`src/hw/lq_pkg.sv`:
```
// shared load queue types; the size codes follow the RISC-V load funct3 with code 6 reused for fp16 NaN-boxing
package lq_pkg;

  // one load or execute result
  typedef logic [31:0] word_t;

  // access size code
  // bit 2 marks unsigned except in the NaN-box code, low bits pick byte, half or word
  typedef logic [2:0] ld_size_t;

  // byte offset of the access within the word
  typedef logic [1:0] byte_off_t;

  // destination register number
  typedef logic [4:0] reg_addr_t;

  localparam ld_size_t SZ_B    = 3'd0;  // signed byte
  localparam ld_size_t SZ_H    = 3'd1;  // signed half
  localparam ld_size_t SZ_W    = 3'd2;  // full word
  localparam ld_size_t SZ_BU   = 3'd4;  // unsigned byte
  localparam ld_size_t SZ_HU   = 3'd5;  // unsigned half
  localparam ld_size_t SZ_HNAN = 3'd6;  // half with upper 16 bits forced to ones

endpackage

```
`src/hw/lq_store_if.sv`:
```
// per-port fields are indexed by memory return port; the head fields always follow the read pointer
interface lq_store_if import lq_pkg::*; #(
  parameter int LQ_DEPTH      = 8,
  parameter int NUM_RET_PORTS = 2
);

  localparam int ID_W = $clog2(LQ_DEPTH);

  // metadata lookup for each return port
  logic      [NUM_RET_PORTS-1:0][ID_W-1:0] lookup_id;
  ld_size_t  [NUM_RET_PORTS-1:0]           lookup_size;
  byte_off_t [NUM_RET_PORTS-1:0]           lookup_offset;

  // aligned load results written into the entries
  logic      [NUM_RET_PORTS-1:0]           wr_en;
  logic      [NUM_RET_PORTS-1:0][ID_W-1:0] wr_id;
  word_t     [NUM_RET_PORTS-1:0]           wr_data;

  // oldest entry
  logic      [ID_W-1:0]                    head_id;
  ld_size_t                                head_size;
  byte_off_t                               head_offset;
  word_t                                   head_data;
  logic                                    head_data_vld;
  logic                                    head_is_load;

  modport store (
    input  lookup_id, wr_en, wr_id, wr_data,
    output lookup_size, lookup_offset,
    output head_id, head_size, head_offset, head_data, head_data_vld, head_is_load
  );

  modport ret (
    output lookup_id, wr_en, wr_id, wr_data,
    input  lookup_size, lookup_offset,
    input  head_id, head_size, head_offset, head_data, head_data_vld, head_is_load
  );

endinterface

```
`src/hw/lq_pointers.sv`:
```
// LQ_DEPTH must be a power of two; allocating while full or dequeuing while empty is illegal
module lq_pointers #(
  parameter int LQ_DEPTH = 8
) (
  input  logic                        i_clk,
  input  logic                        i_reset_n,
  input  logic                        i_alloc,
  input  logic                        i_rden,
  output logic [$clog2(LQ_DEPTH)-1:0] o_wr_idx,
  output logic [$clog2(LQ_DEPTH)-1:0] o_rd_idx,
  output logic                        o_full,
  output logic                        o_empty
);

  localparam int ID_W = $clog2(LQ_DEPTH);

  logic [ID_W:0] wr_ptr;  // msb is the wrap bit
  logic [ID_W:0] rd_ptr;
  logic          idx_equal;

  always_ff @(posedge i_clk) begin
    if (!i_reset_n) begin
      wr_ptr <= '0;
      rd_ptr <= '0;
    end else begin
      if (i_alloc) begin
        wr_ptr <= wr_ptr + 1'b1;
      end
      if (i_rden) begin
        rd_ptr <= rd_ptr + 1'b1;
      end
    end
  end

  assign idx_equal = (wr_ptr[ID_W-1:0] == rd_ptr[ID_W-1:0]);

  // same index, wrap bits tell full from empty
  assign o_full  = idx_equal && (wr_ptr[ID_W] != rd_ptr[ID_W]);
  assign o_empty = idx_equal && (wr_ptr[ID_W] == rd_ptr[ID_W]);

  assign o_wr_idx = wr_ptr[ID_W-1:0];
  assign o_rd_idx = rd_ptr[ID_W-1:0];

  a_no_alloc_full: assert property (@(posedge i_clk) disable iff (!i_reset_n)
    i_alloc |-> !o_full)
    else $error("allocation while the load queue is full");

  a_no_rden_empty: assert property (@(posedge i_clk) disable iff (!i_reset_n)
    i_rden |-> !o_empty)
    else $error("dequeue while the load queue is empty");

endmodule

```
`src/hw/lq_entry_store.sv`:
```
// payload fields have no reset and read X until written; every writer must target an allocated entry
module lq_entry_store import lq_pkg::*; #(
  parameter int LQ_DEPTH      = 8,
  parameter int NUM_RET_PORTS = 2
) (
  input  logic                        i_clk,
  input  logic                        i_reset_n,
  // allocation at decode
  input  logic                        i_alloc,
  input  logic [$clog2(LQ_DEPTH)-1:0] i_wr_idx,
  input  logic                        i_alloc_load,
  input  reg_addr_t                   i_alloc_rd,
  // retire from the head
  input  logic                        i_rden,
  input  logic [$clog2(LQ_DEPTH)-1:0] i_rd_idx,
  // address stage metadata
  input  logic                        i_meta_vld,
  input  logic [$clog2(LQ_DEPTH)-1:0] i_meta_id,
  input  ld_size_t                    i_meta_size,
  input  byte_off_t                   i_meta_offset,
  // non-load result from execute
  input  logic                        i_ex_vld,
  input  logic [$clog2(LQ_DEPTH)-1:0] i_ex_id,
  input  word_t                       i_ex_data,
  output logic                        o_rd_load,
  output reg_addr_t                   o_rd_reg,
  lq_store_if.store                   store
);

  logic [LQ_DEPTH-1:0] tag_vld;
  logic [LQ_DEPTH-1:0] data_vld;
  logic [LQ_DEPTH-1:0] set_tag;
  logic [LQ_DEPTH-1:0] clr_entry;
  logic [LQ_DEPTH-1:0] set_data;

  logic      tag_load  [LQ_DEPTH];
  reg_addr_t tag_rd    [LQ_DEPTH];
  ld_size_t  meta_size [LQ_DEPTH];
  byte_off_t meta_off  [LQ_DEPTH];
  word_t     data_q    [LQ_DEPTH];

  // per-entry set and clear strobes
  always_comb begin
    for (int e = 0; e < LQ_DEPTH; e++) begin
      set_tag[e]   = i_alloc && (i_wr_idx == e);
      clr_entry[e] = i_rden && (i_rd_idx == e);
      set_data[e]  = i_ex_vld && (i_ex_id == e);  // metadata writes leave data valid alone
      for (int p = 0; p < NUM_RET_PORTS; p++) begin
        if (store.wr_en[p] && (store.wr_id[p] == e)) begin
          set_data[e] = 1'b1;
        end
      end
    end
  end

  always_ff @(posedge i_clk) begin
    if (!i_reset_n) begin
      tag_vld  <= '0;
      data_vld <= '0;
    end else begin
      for (int e = 0; e < LQ_DEPTH; e++) begin
        if (clr_entry[e]) begin  // dequeue beats any set
          tag_vld[e]  <= 1'b0;
          data_vld[e] <= 1'b0;
        end else if (set_tag[e]) begin
          tag_vld[e]  <= 1'b1;
          data_vld[e] <= 1'b0;   // new entry waits for its result
        end else if (set_data[e]) begin
          data_vld[e] <= 1'b1;
        end
      end
    end
  end

  always_ff @(posedge i_clk) begin
    if (i_alloc) begin
      tag_load[i_wr_idx] <= i_alloc_load;
      tag_rd[i_wr_idx]   <= i_alloc_rd;
    end
    if (i_meta_vld) begin
      meta_size[i_meta_id] <= i_meta_size;
      meta_off[i_meta_id]  <= i_meta_offset;
    end
    if (i_ex_vld) begin
      data_q[i_ex_id] <= i_ex_data;
    end
    for (int p = 0; p < NUM_RET_PORTS; p++) begin
      if (store.wr_en[p]) begin
        data_q[store.wr_id[p]] <= store.wr_data[p];
      end
    end
  end

  // metadata for the return aligners
  always_comb begin
    for (int p = 0; p < NUM_RET_PORTS; p++) begin
      store.lookup_size[p]   = meta_size[store.lookup_id[p]];
      store.lookup_offset[p] = meta_off[store.lookup_id[p]];
    end
  end

  assign store.head_id       = i_rd_idx;
  assign store.head_size     = meta_size[i_rd_idx];
  assign store.head_offset   = meta_off[i_rd_idx];
  assign store.head_data     = data_q[i_rd_idx];
  assign store.head_data_vld = data_vld[i_rd_idx];
  assign store.head_is_load  = tag_load[i_rd_idx];

  assign o_rd_load = tag_load[i_rd_idx];
  assign o_rd_reg  = tag_rd[i_rd_idx];

  a_meta_alloc: assert property (@(posedge i_clk) disable iff (!i_reset_n)
    i_meta_vld |-> tag_vld[i_meta_id])
    else $error("metadata write to free entry %0d", i_meta_id);

  a_ex_alloc: assert property (@(posedge i_clk) disable iff (!i_reset_n)
    i_ex_vld |-> tag_vld[i_ex_id])
    else $error("execute write to free entry %0d", i_ex_id);

  for (genvar p = 0; p < NUM_RET_PORTS; p++) begin : g_ret_chk
    // a memory return may only land on a live load entry
    a_ret_alloc: assert property (@(posedge i_clk) disable iff (!i_reset_n)
      store.wr_en[p] |-> tag_vld[store.wr_id[p]] && tag_load[store.wr_id[p]])
      else $error("return port %0d writes entry %0d that holds no load", p, store.wr_id[p]);

    for (genvar q = p + 1; q < NUM_RET_PORTS; q++) begin : g_pair
      a_ret_distinct: assert property (@(posedge i_clk) disable iff (!i_reset_n)
        store.wr_en[p] && store.wr_en[q] |-> store.wr_id[p] != store.wr_id[q])
        else $error("return ports %0d and %0d write the same entry", p, q);
    end
  end

endmodule

```
`src/hw/lq_load_align.sv`:
```
// only the size codes of lq_pkg are defined; any other code passes the word through unchanged
module lq_load_align import lq_pkg::*; (
  input  word_t     i_word,
  input  ld_size_t  i_size,
  input  byte_off_t i_offset,
  output word_t     o_data
);

  logic [7:0]  byte_sel;
  logic [15:0] half_sel;

  assign byte_sel = i_word[{i_offset, 3'b000} +: 8];
  assign half_sel = i_offset[1] ? i_word[31:16] : i_word[15:0];  // low offset bit ignored for halves

  always_comb begin
    case (i_size)
      SZ_B: begin
        o_data = {{24{byte_sel[7]}}, byte_sel};
      end
      SZ_H: begin
        o_data = {{16{half_sel[15]}}, half_sel};
      end
      SZ_BU: begin
        o_data = {24'h0, byte_sel};
      end
      SZ_HU: begin
        o_data = {16'h0, half_sel};
      end
      SZ_HNAN: begin
        o_data = {16'hffff, half_sel};  // fp16 boxed into a single
      end
      default: begin
        o_data = i_word;  // SZ_W
      end
    endcase
  end

endmodule

```
`src/hw/lq_return_path.sv`:
```
// purely combinational; a bypassed return is not stored, and any cancel in the cycle kills o_fwd_vld
module lq_return_path import lq_pkg::*; #(
  parameter int LQ_DEPTH      = 8,
  parameter int NUM_RET_PORTS = 2
) (
  input  logic                                           i_bypass_disable,
  input  logic      [NUM_RET_PORTS-1:0]                  i_ret_vld,
  input  logic      [NUM_RET_PORTS-1:0]                  i_ret_cancel,
  input  logic [NUM_RET_PORTS-1:0][$clog2(LQ_DEPTH)-1:0] i_ret_id,
  input  word_t     [NUM_RET_PORTS-1:0]                  i_ret_data,
  output word_t                                          o_rd_data,
  output logic                                           o_data_ready,
  output logic                                           o_fwd_vld,
  output word_t                                          o_fwd_data,
  lq_store_if.ret                                        st
);

  logic [NUM_RET_PORTS-1:0] fwd_en;   // return hits the head, cancel not yet applied
  logic [NUM_RET_PORTS-1:0] byp_en;
  word_t                    aligned [NUM_RET_PORTS];
  word_t                    byp_word;
  word_t                    fwd_word;

  always_comb begin
    for (int p = 0; p < NUM_RET_PORTS; p++) begin
      fwd_en[p] = i_ret_vld[p] && st.head_is_load && (i_ret_id[p] == st.head_id);
      byp_en[p] = fwd_en[p] && !i_ret_cancel[p] && !i_bypass_disable;

      st.lookup_id[p] = i_ret_id[p];
      st.wr_id[p]     = i_ret_id[p];
      st.wr_en[p]     = i_ret_vld[p] && !i_ret_cancel[p] && !byp_en[p];
    end
  end

  // size and offset come back from the store for the returned entry
  for (genvar p = 0; p < NUM_RET_PORTS; p++) begin : g_align
    lq_load_align u_align (
      .i_word   (i_ret_data[p]),
      .i_size   (st.lookup_size[p]),
      .i_offset (st.lookup_offset[p]),
      .o_data   (aligned[p])
    );
  end

  // and-or muxes, at most one port hits the head in a legal cycle
  always_comb begin
    byp_word = '0;
    fwd_word = '0;
    for (int p = 0; p < NUM_RET_PORTS; p++) begin
      st.wr_data[p] = aligned[p];
      if (byp_en[p]) begin
        byp_word = byp_word | aligned[p];
      end
      if (fwd_en[p]) begin
        fwd_word = fwd_word | aligned[p];
      end
    end
  end

  assign o_data_ready = st.head_data_vld || (|byp_en);
  assign o_rd_data    = (|byp_en) ? byp_word : st.head_data;

  // cancel arrives late, so it gates the strobe after the hit detect
  assign o_fwd_vld  = (|fwd_en) && !(|i_ret_cancel);
  assign o_fwd_data = fwd_word;

endmodule

```
`src/hw/lq_top.sv`:
```
// no back-pressure: the environment must honour o_full and o_data_ready, and LQ_DEPTH must be a power of two
module lq_top import lq_pkg::*; #(
  parameter int LQ_DEPTH      = 8,
  parameter int NUM_RET_PORTS = 2
) (
  input  logic                                           i_clk,
  input  logic                                           i_reset_n,
  input  logic                                           i_bypass_disable,
  // decode allocation
  input  logic                                           i_alloc,
  input  logic                                           i_alloc_load,
  input  reg_addr_t                                      i_alloc_rd,
  output logic [$clog2(LQ_DEPTH)-1:0]                    o_next_id,
  output logic                                           o_full,
  output logic                                           o_empty,
  // address stage
  input  logic                                           i_meta_vld,
  input  logic [$clog2(LQ_DEPTH)-1:0]                    i_meta_id,
  input  ld_size_t                                       i_meta_size,
  input  byte_off_t                                      i_meta_offset,
  // execute results
  input  logic                                           i_ex_vld,
  input  logic [$clog2(LQ_DEPTH)-1:0]                    i_ex_id,
  input  word_t                                          i_ex_data,
  // memory returns
  input  logic      [NUM_RET_PORTS-1:0]                  i_ret_vld,
  input  logic      [NUM_RET_PORTS-1:0]                  i_ret_cancel,
  input  logic [NUM_RET_PORTS-1:0][$clog2(LQ_DEPTH)-1:0] i_ret_id,
  input  word_t     [NUM_RET_PORTS-1:0]                  i_ret_data,
  // head read
  input  logic                                           i_rden,
  output logic [$clog2(LQ_DEPTH)-1:0]                    o_rd_id,
  output logic                                           o_rd_load,
  output reg_addr_t                                      o_rd_reg,
  output word_t                                          o_rd_data,
  output logic                                           o_data_ready,
  // register file forward
  output logic                                           o_fwd_vld,
  output logic [$clog2(LQ_DEPTH)-1:0]                    o_fwd_id,
  output word_t                                          o_fwd_data
);

  localparam int ID_W = $clog2(LQ_DEPTH);

  logic [ID_W-1:0] wr_idx;
  logic [ID_W-1:0] rd_idx;

  lq_store_if #(
    .LQ_DEPTH      (LQ_DEPTH),
    .NUM_RET_PORTS (NUM_RET_PORTS)
  ) store_bus ();

  lq_pointers #(
    .LQ_DEPTH (LQ_DEPTH)
  ) u_pointers (
    .i_clk     (i_clk),
    .i_reset_n (i_reset_n),
    .i_alloc   (i_alloc),
    .i_rden    (i_rden),
    .o_wr_idx  (wr_idx),
    .o_rd_idx  (rd_idx),
    .o_full    (o_full),
    .o_empty   (o_empty)
  );

  lq_entry_store #(
    .LQ_DEPTH      (LQ_DEPTH),
    .NUM_RET_PORTS (NUM_RET_PORTS)
  ) u_entry_store (
    .i_clk         (i_clk),
    .i_reset_n     (i_reset_n),
    .i_alloc       (i_alloc),
    .i_wr_idx      (wr_idx),
    .i_alloc_load  (i_alloc_load),
    .i_alloc_rd    (i_alloc_rd),
    .i_rden        (i_rden),
    .i_rd_idx      (rd_idx),
    .i_meta_vld    (i_meta_vld),
    .i_meta_id     (i_meta_id),
    .i_meta_size   (i_meta_size),
    .i_meta_offset (i_meta_offset),
    .i_ex_vld      (i_ex_vld),
    .i_ex_id       (i_ex_id),
    .i_ex_data     (i_ex_data),
    .o_rd_load     (o_rd_load),
    .o_rd_reg      (o_rd_reg),
    .store         (store_bus.store)
  );

  lq_return_path #(
    .LQ_DEPTH      (LQ_DEPTH),
    .NUM_RET_PORTS (NUM_RET_PORTS)
  ) u_return_path (
    .i_bypass_disable (i_bypass_disable),
    .i_ret_vld        (i_ret_vld),
    .i_ret_cancel     (i_ret_cancel),
    .i_ret_id         (i_ret_id),
    .i_ret_data       (i_ret_data),
    .o_rd_data        (o_rd_data),
    .o_data_ready     (o_data_ready),
    .o_fwd_vld        (o_fwd_vld),
    .o_fwd_data       (o_fwd_data),
    .st               (store_bus.ret)
  );

  assign o_next_id = wr_idx;
  assign o_rd_id   = rd_idx;
  assign o_fwd_id  = rd_idx;  // forwards only ever come from the head

endmodule

```
`config.mk`:
```
export PLATFORM = sky130hd
export DESIGN_NAME = lq_top
export DESIGN_NICKNAME = d
export VERILOG_FILES = /design/src/hw/lq_pkg.sv /design/src/hw/lq_store_if.sv /design/src/hw/lq_pointers.sv /design/src/hw/lq_entry_store.sv /design/src/hw/lq_load_align.sv /design/src/hw/lq_return_path.sv /design/src/hw/lq_top.sv
export SDC_FILE = /design/constraint.sdc
export NUM_CORES = 1
export LEC_CHECK = 0
export ABC_CLOCK_PERIOD_IN_PS = 3650
export CAP_MARGIN = 5
export CELL_PAD_IN_SITES_DETAIL_PLACEMENT = 1
export CELL_PAD_IN_SITES_GLOBAL_PLACEMENT = 1
export CORE_MARGIN = 4
export CORE_UTILIZATION = 40
export CTS_CLUSTER_DIAMETER = 150
export DETAILED_ROUTE_END_ITERATION = 12
export DONT_BUFFER_PORTS = 1
export GPL_TIMING_DRIVEN = 1
export PLACE_DENSITY_LB_ADDON = 0.3
export SLEW_MARGIN = 0
export SYNTH_ARGS = -nofsm -noshare
export SYNTH_HDL_FRONTEND = slang
export SYNTH_SLANG_ARGS = --single-unit
export TNS_END_PERCENT = 20
```
`constraint.sdc`:
```
create_clock -name i_clk -period 3.65 [get_ports i_clk]
set_input_delay 0.73 -clock i_clk [delete_from_list [all_inputs] [get_ports i_clk]]
set_output_delay 0.73 -clock i_clk [all_outputs]
set_load 0.005 [all_outputs]
```
==> flow_summary.yaml <==
layout:
  nets: 2285
  most-common-layout-cells: "edfxtp_1 (344), buf_4 (211), nor2_1 (210)"
  drive_gt1_frac: 0.293
  syn2layout_area_growth_pct: 22.3
  layout_commonest_cell: "edfxtp_1"
  fin_area_um2: 26800
worst_setup_path:
  cp_cell_sequence: "nor2b_4, a2111oi_4, buf_4, a221o_1, buf_6, nand3_4, buf_12, a311oi_2, buf_4, a21oi_4, a221o_1"
  path_max_fanout: 6
  worstPathArrival_ns: 3.17
  path_buf_inv: 4
  slowest_delay_ns: 0.44
  cp-startpoint: "u_entry_store.meta_off[4][0]"
  cp-start-kind: "flop"
  cpMaxStageDelayCell: "edfxtp_1"
  required_ns: 2.92
  crit_type: "reg -> out"
  crit_family: "compound AO/OA/AOI/OAI gates"
  crit_path_end_kind: "output port"
grt:
  grt-ovfl-total: 0
  globalRouteTotalUtil: 0.332
  grt_pass1_vias: 20300
  grt_first_pass_wirelength_um: 144000
  grt_start_max_net_pins: 70
  antenna_found_initial: 3
power:
  irDropWorstVdd_mv: 0.328
  leakage_uw: 0.00937
  total_power_uw: 12200
  power_density_nw_per_um2: 454
timing:
  fin_crit_ns: 3.90
  tightest_slew_ns: 1.09
  max_clock_freq_ghz: 0.256
  rsz0062_at_grt: "yes"
  setup_viol: 63
  fin_worst_skew_ns: 0.0250
  period_share: 1.07
  maxSlewHeadroom: 0.265
  hold_violations: 0
  final_max_slew_viol_count: 0
  fin_ws_ns: -0.254
synthesis:
  syn_inst: 2038
  ys_ff_latch: 363
  synth_area_um2: 21900
  ys.flop_type: "edfxtp_1"
  ys_types: 72
  ys_warn_count: 0
  syn_nets: 2180
  synth_edf_count: 344
  synth.avg_cell_area_um2: 10.7
  ys_seq_area_frac: 0.489
  ys_async_sr_fraction: 0
min_path:
  hold_path_class: "in -> reg"
  worstHoldStart: "i_alloc_rd[0]"
floorplan:
  dieHeight_um: 242
  start_util: 0.405
  rows: 85
  die_width_um: 242
  ios: 213
  die-area_um2: 58500
  coreArea_um2: 54000
routing:
  wirelength_um: 101000
  ant_nets: 0
  via_count: 20000
  dr.pass1.iters: 6
  drc: 0
  avgViaCountPerCell: 6.94
  wl_per_cell_um: 35.1
  drtIter0Drc: 2262
placement:
  pre_cts_ws_ns: -0.234
  numPortBuffers: 0
  place_congestion: 1.06
  place_area_um2: 23900
  post-dp-hpwl_um: 66500
clock_tree:
  clk_pin_slew_ns: 0.06
  cts_root_buffer: "clkbuf_16"
  cts_buffers: 44
  clock_sinks: 363
  cts_max_level: 2
  clk_path_buf_depth: 3
  clkLatencyLatePin_ns: 0.60
  cts_tree: "yes"
run_status:
  violations: "setup timing"
  outcome: "complete, but fails checks"
flow_run:
  cap_violations: 0
[flip-flops by register name (all words and copies together), names as in the netlist, named ones only]
signal / cells
u_pointers.rd_ptr: 4
u_entry_store.meta_size: 24
u_entry_store.tag_load: 8
u_entry_store.tag_rd: 40
u_entry_store.data_q: 256
u_pointers.wr_ptr: 4
u_entry_store.data_vld: 8
u_entry_store.meta_off: 16
[cell type report]
class,count,area [um2]
inverter,45,169
antenna,1,2.50
tap,696,871
multi-input combinational,1434,11300
clock buffer,58,1190
clock inverter,22,231
fill,5652,27300
timing repair buffer,255,2320
sequential,363,10700
[routing by layer]
metal	GRT usage	routed length (um)	vias up
met4	0.211	7930	4
met5	0	25	-
met3	0.109	11900	449
li1	-	-	8143
met2	0.513	44900	1390
met1	0.401	36100	9967
[path summary, 6_finish.rpt]
kind	to	slack (ns)	depth (start not counted)
worst max-delay path	o_rd_data[8]	-0.25	11
worst min-delay path	u_entry_store.tag_rd[4][0]	0.23	0
worst max register to register	u_entry_store.data_q[7][1]	0.15	8
worst min register to register	u_entry_store.data_vld[0]	0.51	1
[cell usage after synthesis (8+ instances only)]
cell type / number / area share
a221o_1: 8 / 0.0037
buf_4: 18 / 0.0062
o22ai_1: 187 / 0.053
buf_1: 16 / 0.0027
ha_1: 12 / 0.0069
a211o_1: 9 / 0.0036
and2_1: 12 / 0.0034
nand3_1: 33 / 0.0075
a2bb2oi_1: 16 / 0.0064
xor2_1: 8 / 0.0032
nor2_1: 215 / 0.037
buf_2: 40 / 0.0091
mux4_2: 86 / 0.089
clkbuf_1: 112 / 0.019
nand2_1: 175 / 0.030
inv_1: 45 / 0.0077
o21ai_1: 25 / 0.0057
o21ai_0: 156 / 0.036
nor3_1: 10 / 0.0023
o221ai_1: 16 / 0.0064
a21oi_2: 14 / 0.0056
a22oi_1: 100 / 0.034
nand2b_1: 8 / 0.0023
mux2_2: 20 / 0.010
edfxtp_1: 344 / 0.47
o211a_1: 10 / 0.0046
nor2b_1: 13 / 0.0037
a22oi_2: 12 / 0.0069
dfxtp_1: 19 / 0.017
a21oi_1: 116 / 0.027
mux2i_1: 76 / 0.035
o21ai_2: 11 / 0.0044
[what timing repair did]
item                       in CTS  in global routing
gates cloned                    4                  1
hold buffers                    0                  0
setup endpoints to repair      85                142
pin swaps                      17                 36
buffers inserted               20                 17
hold endpoints to repair        0                  0
gates resized for setup       136                 82
[worst reg2reg max path, stage by stage, from the launching register on]
cell and delay (ns):
dfxtp_4 0.39, mux4_2 0.51, mux2_4 0.34, nand2_2 0.13, nor2_1 0.09, nor4_2 0.35, nand3_2 0.56, nand3_2 0.27
buf_4 0.48
[where the power goes]
group	internal (uW)	total (uW)	switching, uW	leakage (uW)
combinational	1170	2870	1700	0.00537
clock	2540	4400	1870	0.000693
sequential	4810	4880	75.7	0.00331
total	8510	12200	3640	0.00937
[kinds of logic after synthesis]
group / Yosys count / synth area share
xor+xnor: 14 / 0.00560
flops: 363 / 0.489
mux: 183 / 0.134
fa+ha+maj: 12 / 0.00686
buf+inv: 241 / 0.0481
compound gates: 726 / 0.217
simple gates: 499 / 0.0993
[stage by stage]
| step | utilization | TNS (ns) | cells | hold slack (ns) |
|---|---|---|---|---|
| finish | 0.496 | -8.10 | 2874 | 0.233 |
| global route | 0.496 | -11.97 | 2874 | 0.209 |
| CTS | 0.486 | -8.81 | 2861 | 0.205 |
| detailed placement | 0.441 | -2.69 | 2757 | 0.486 |
| global placement | 0.441 | -1.08 | 2757 | 0.476 |
| floorplan | - | -0.213 | 2038 | 0.467 |
Power figures use the tool's default switching activity.
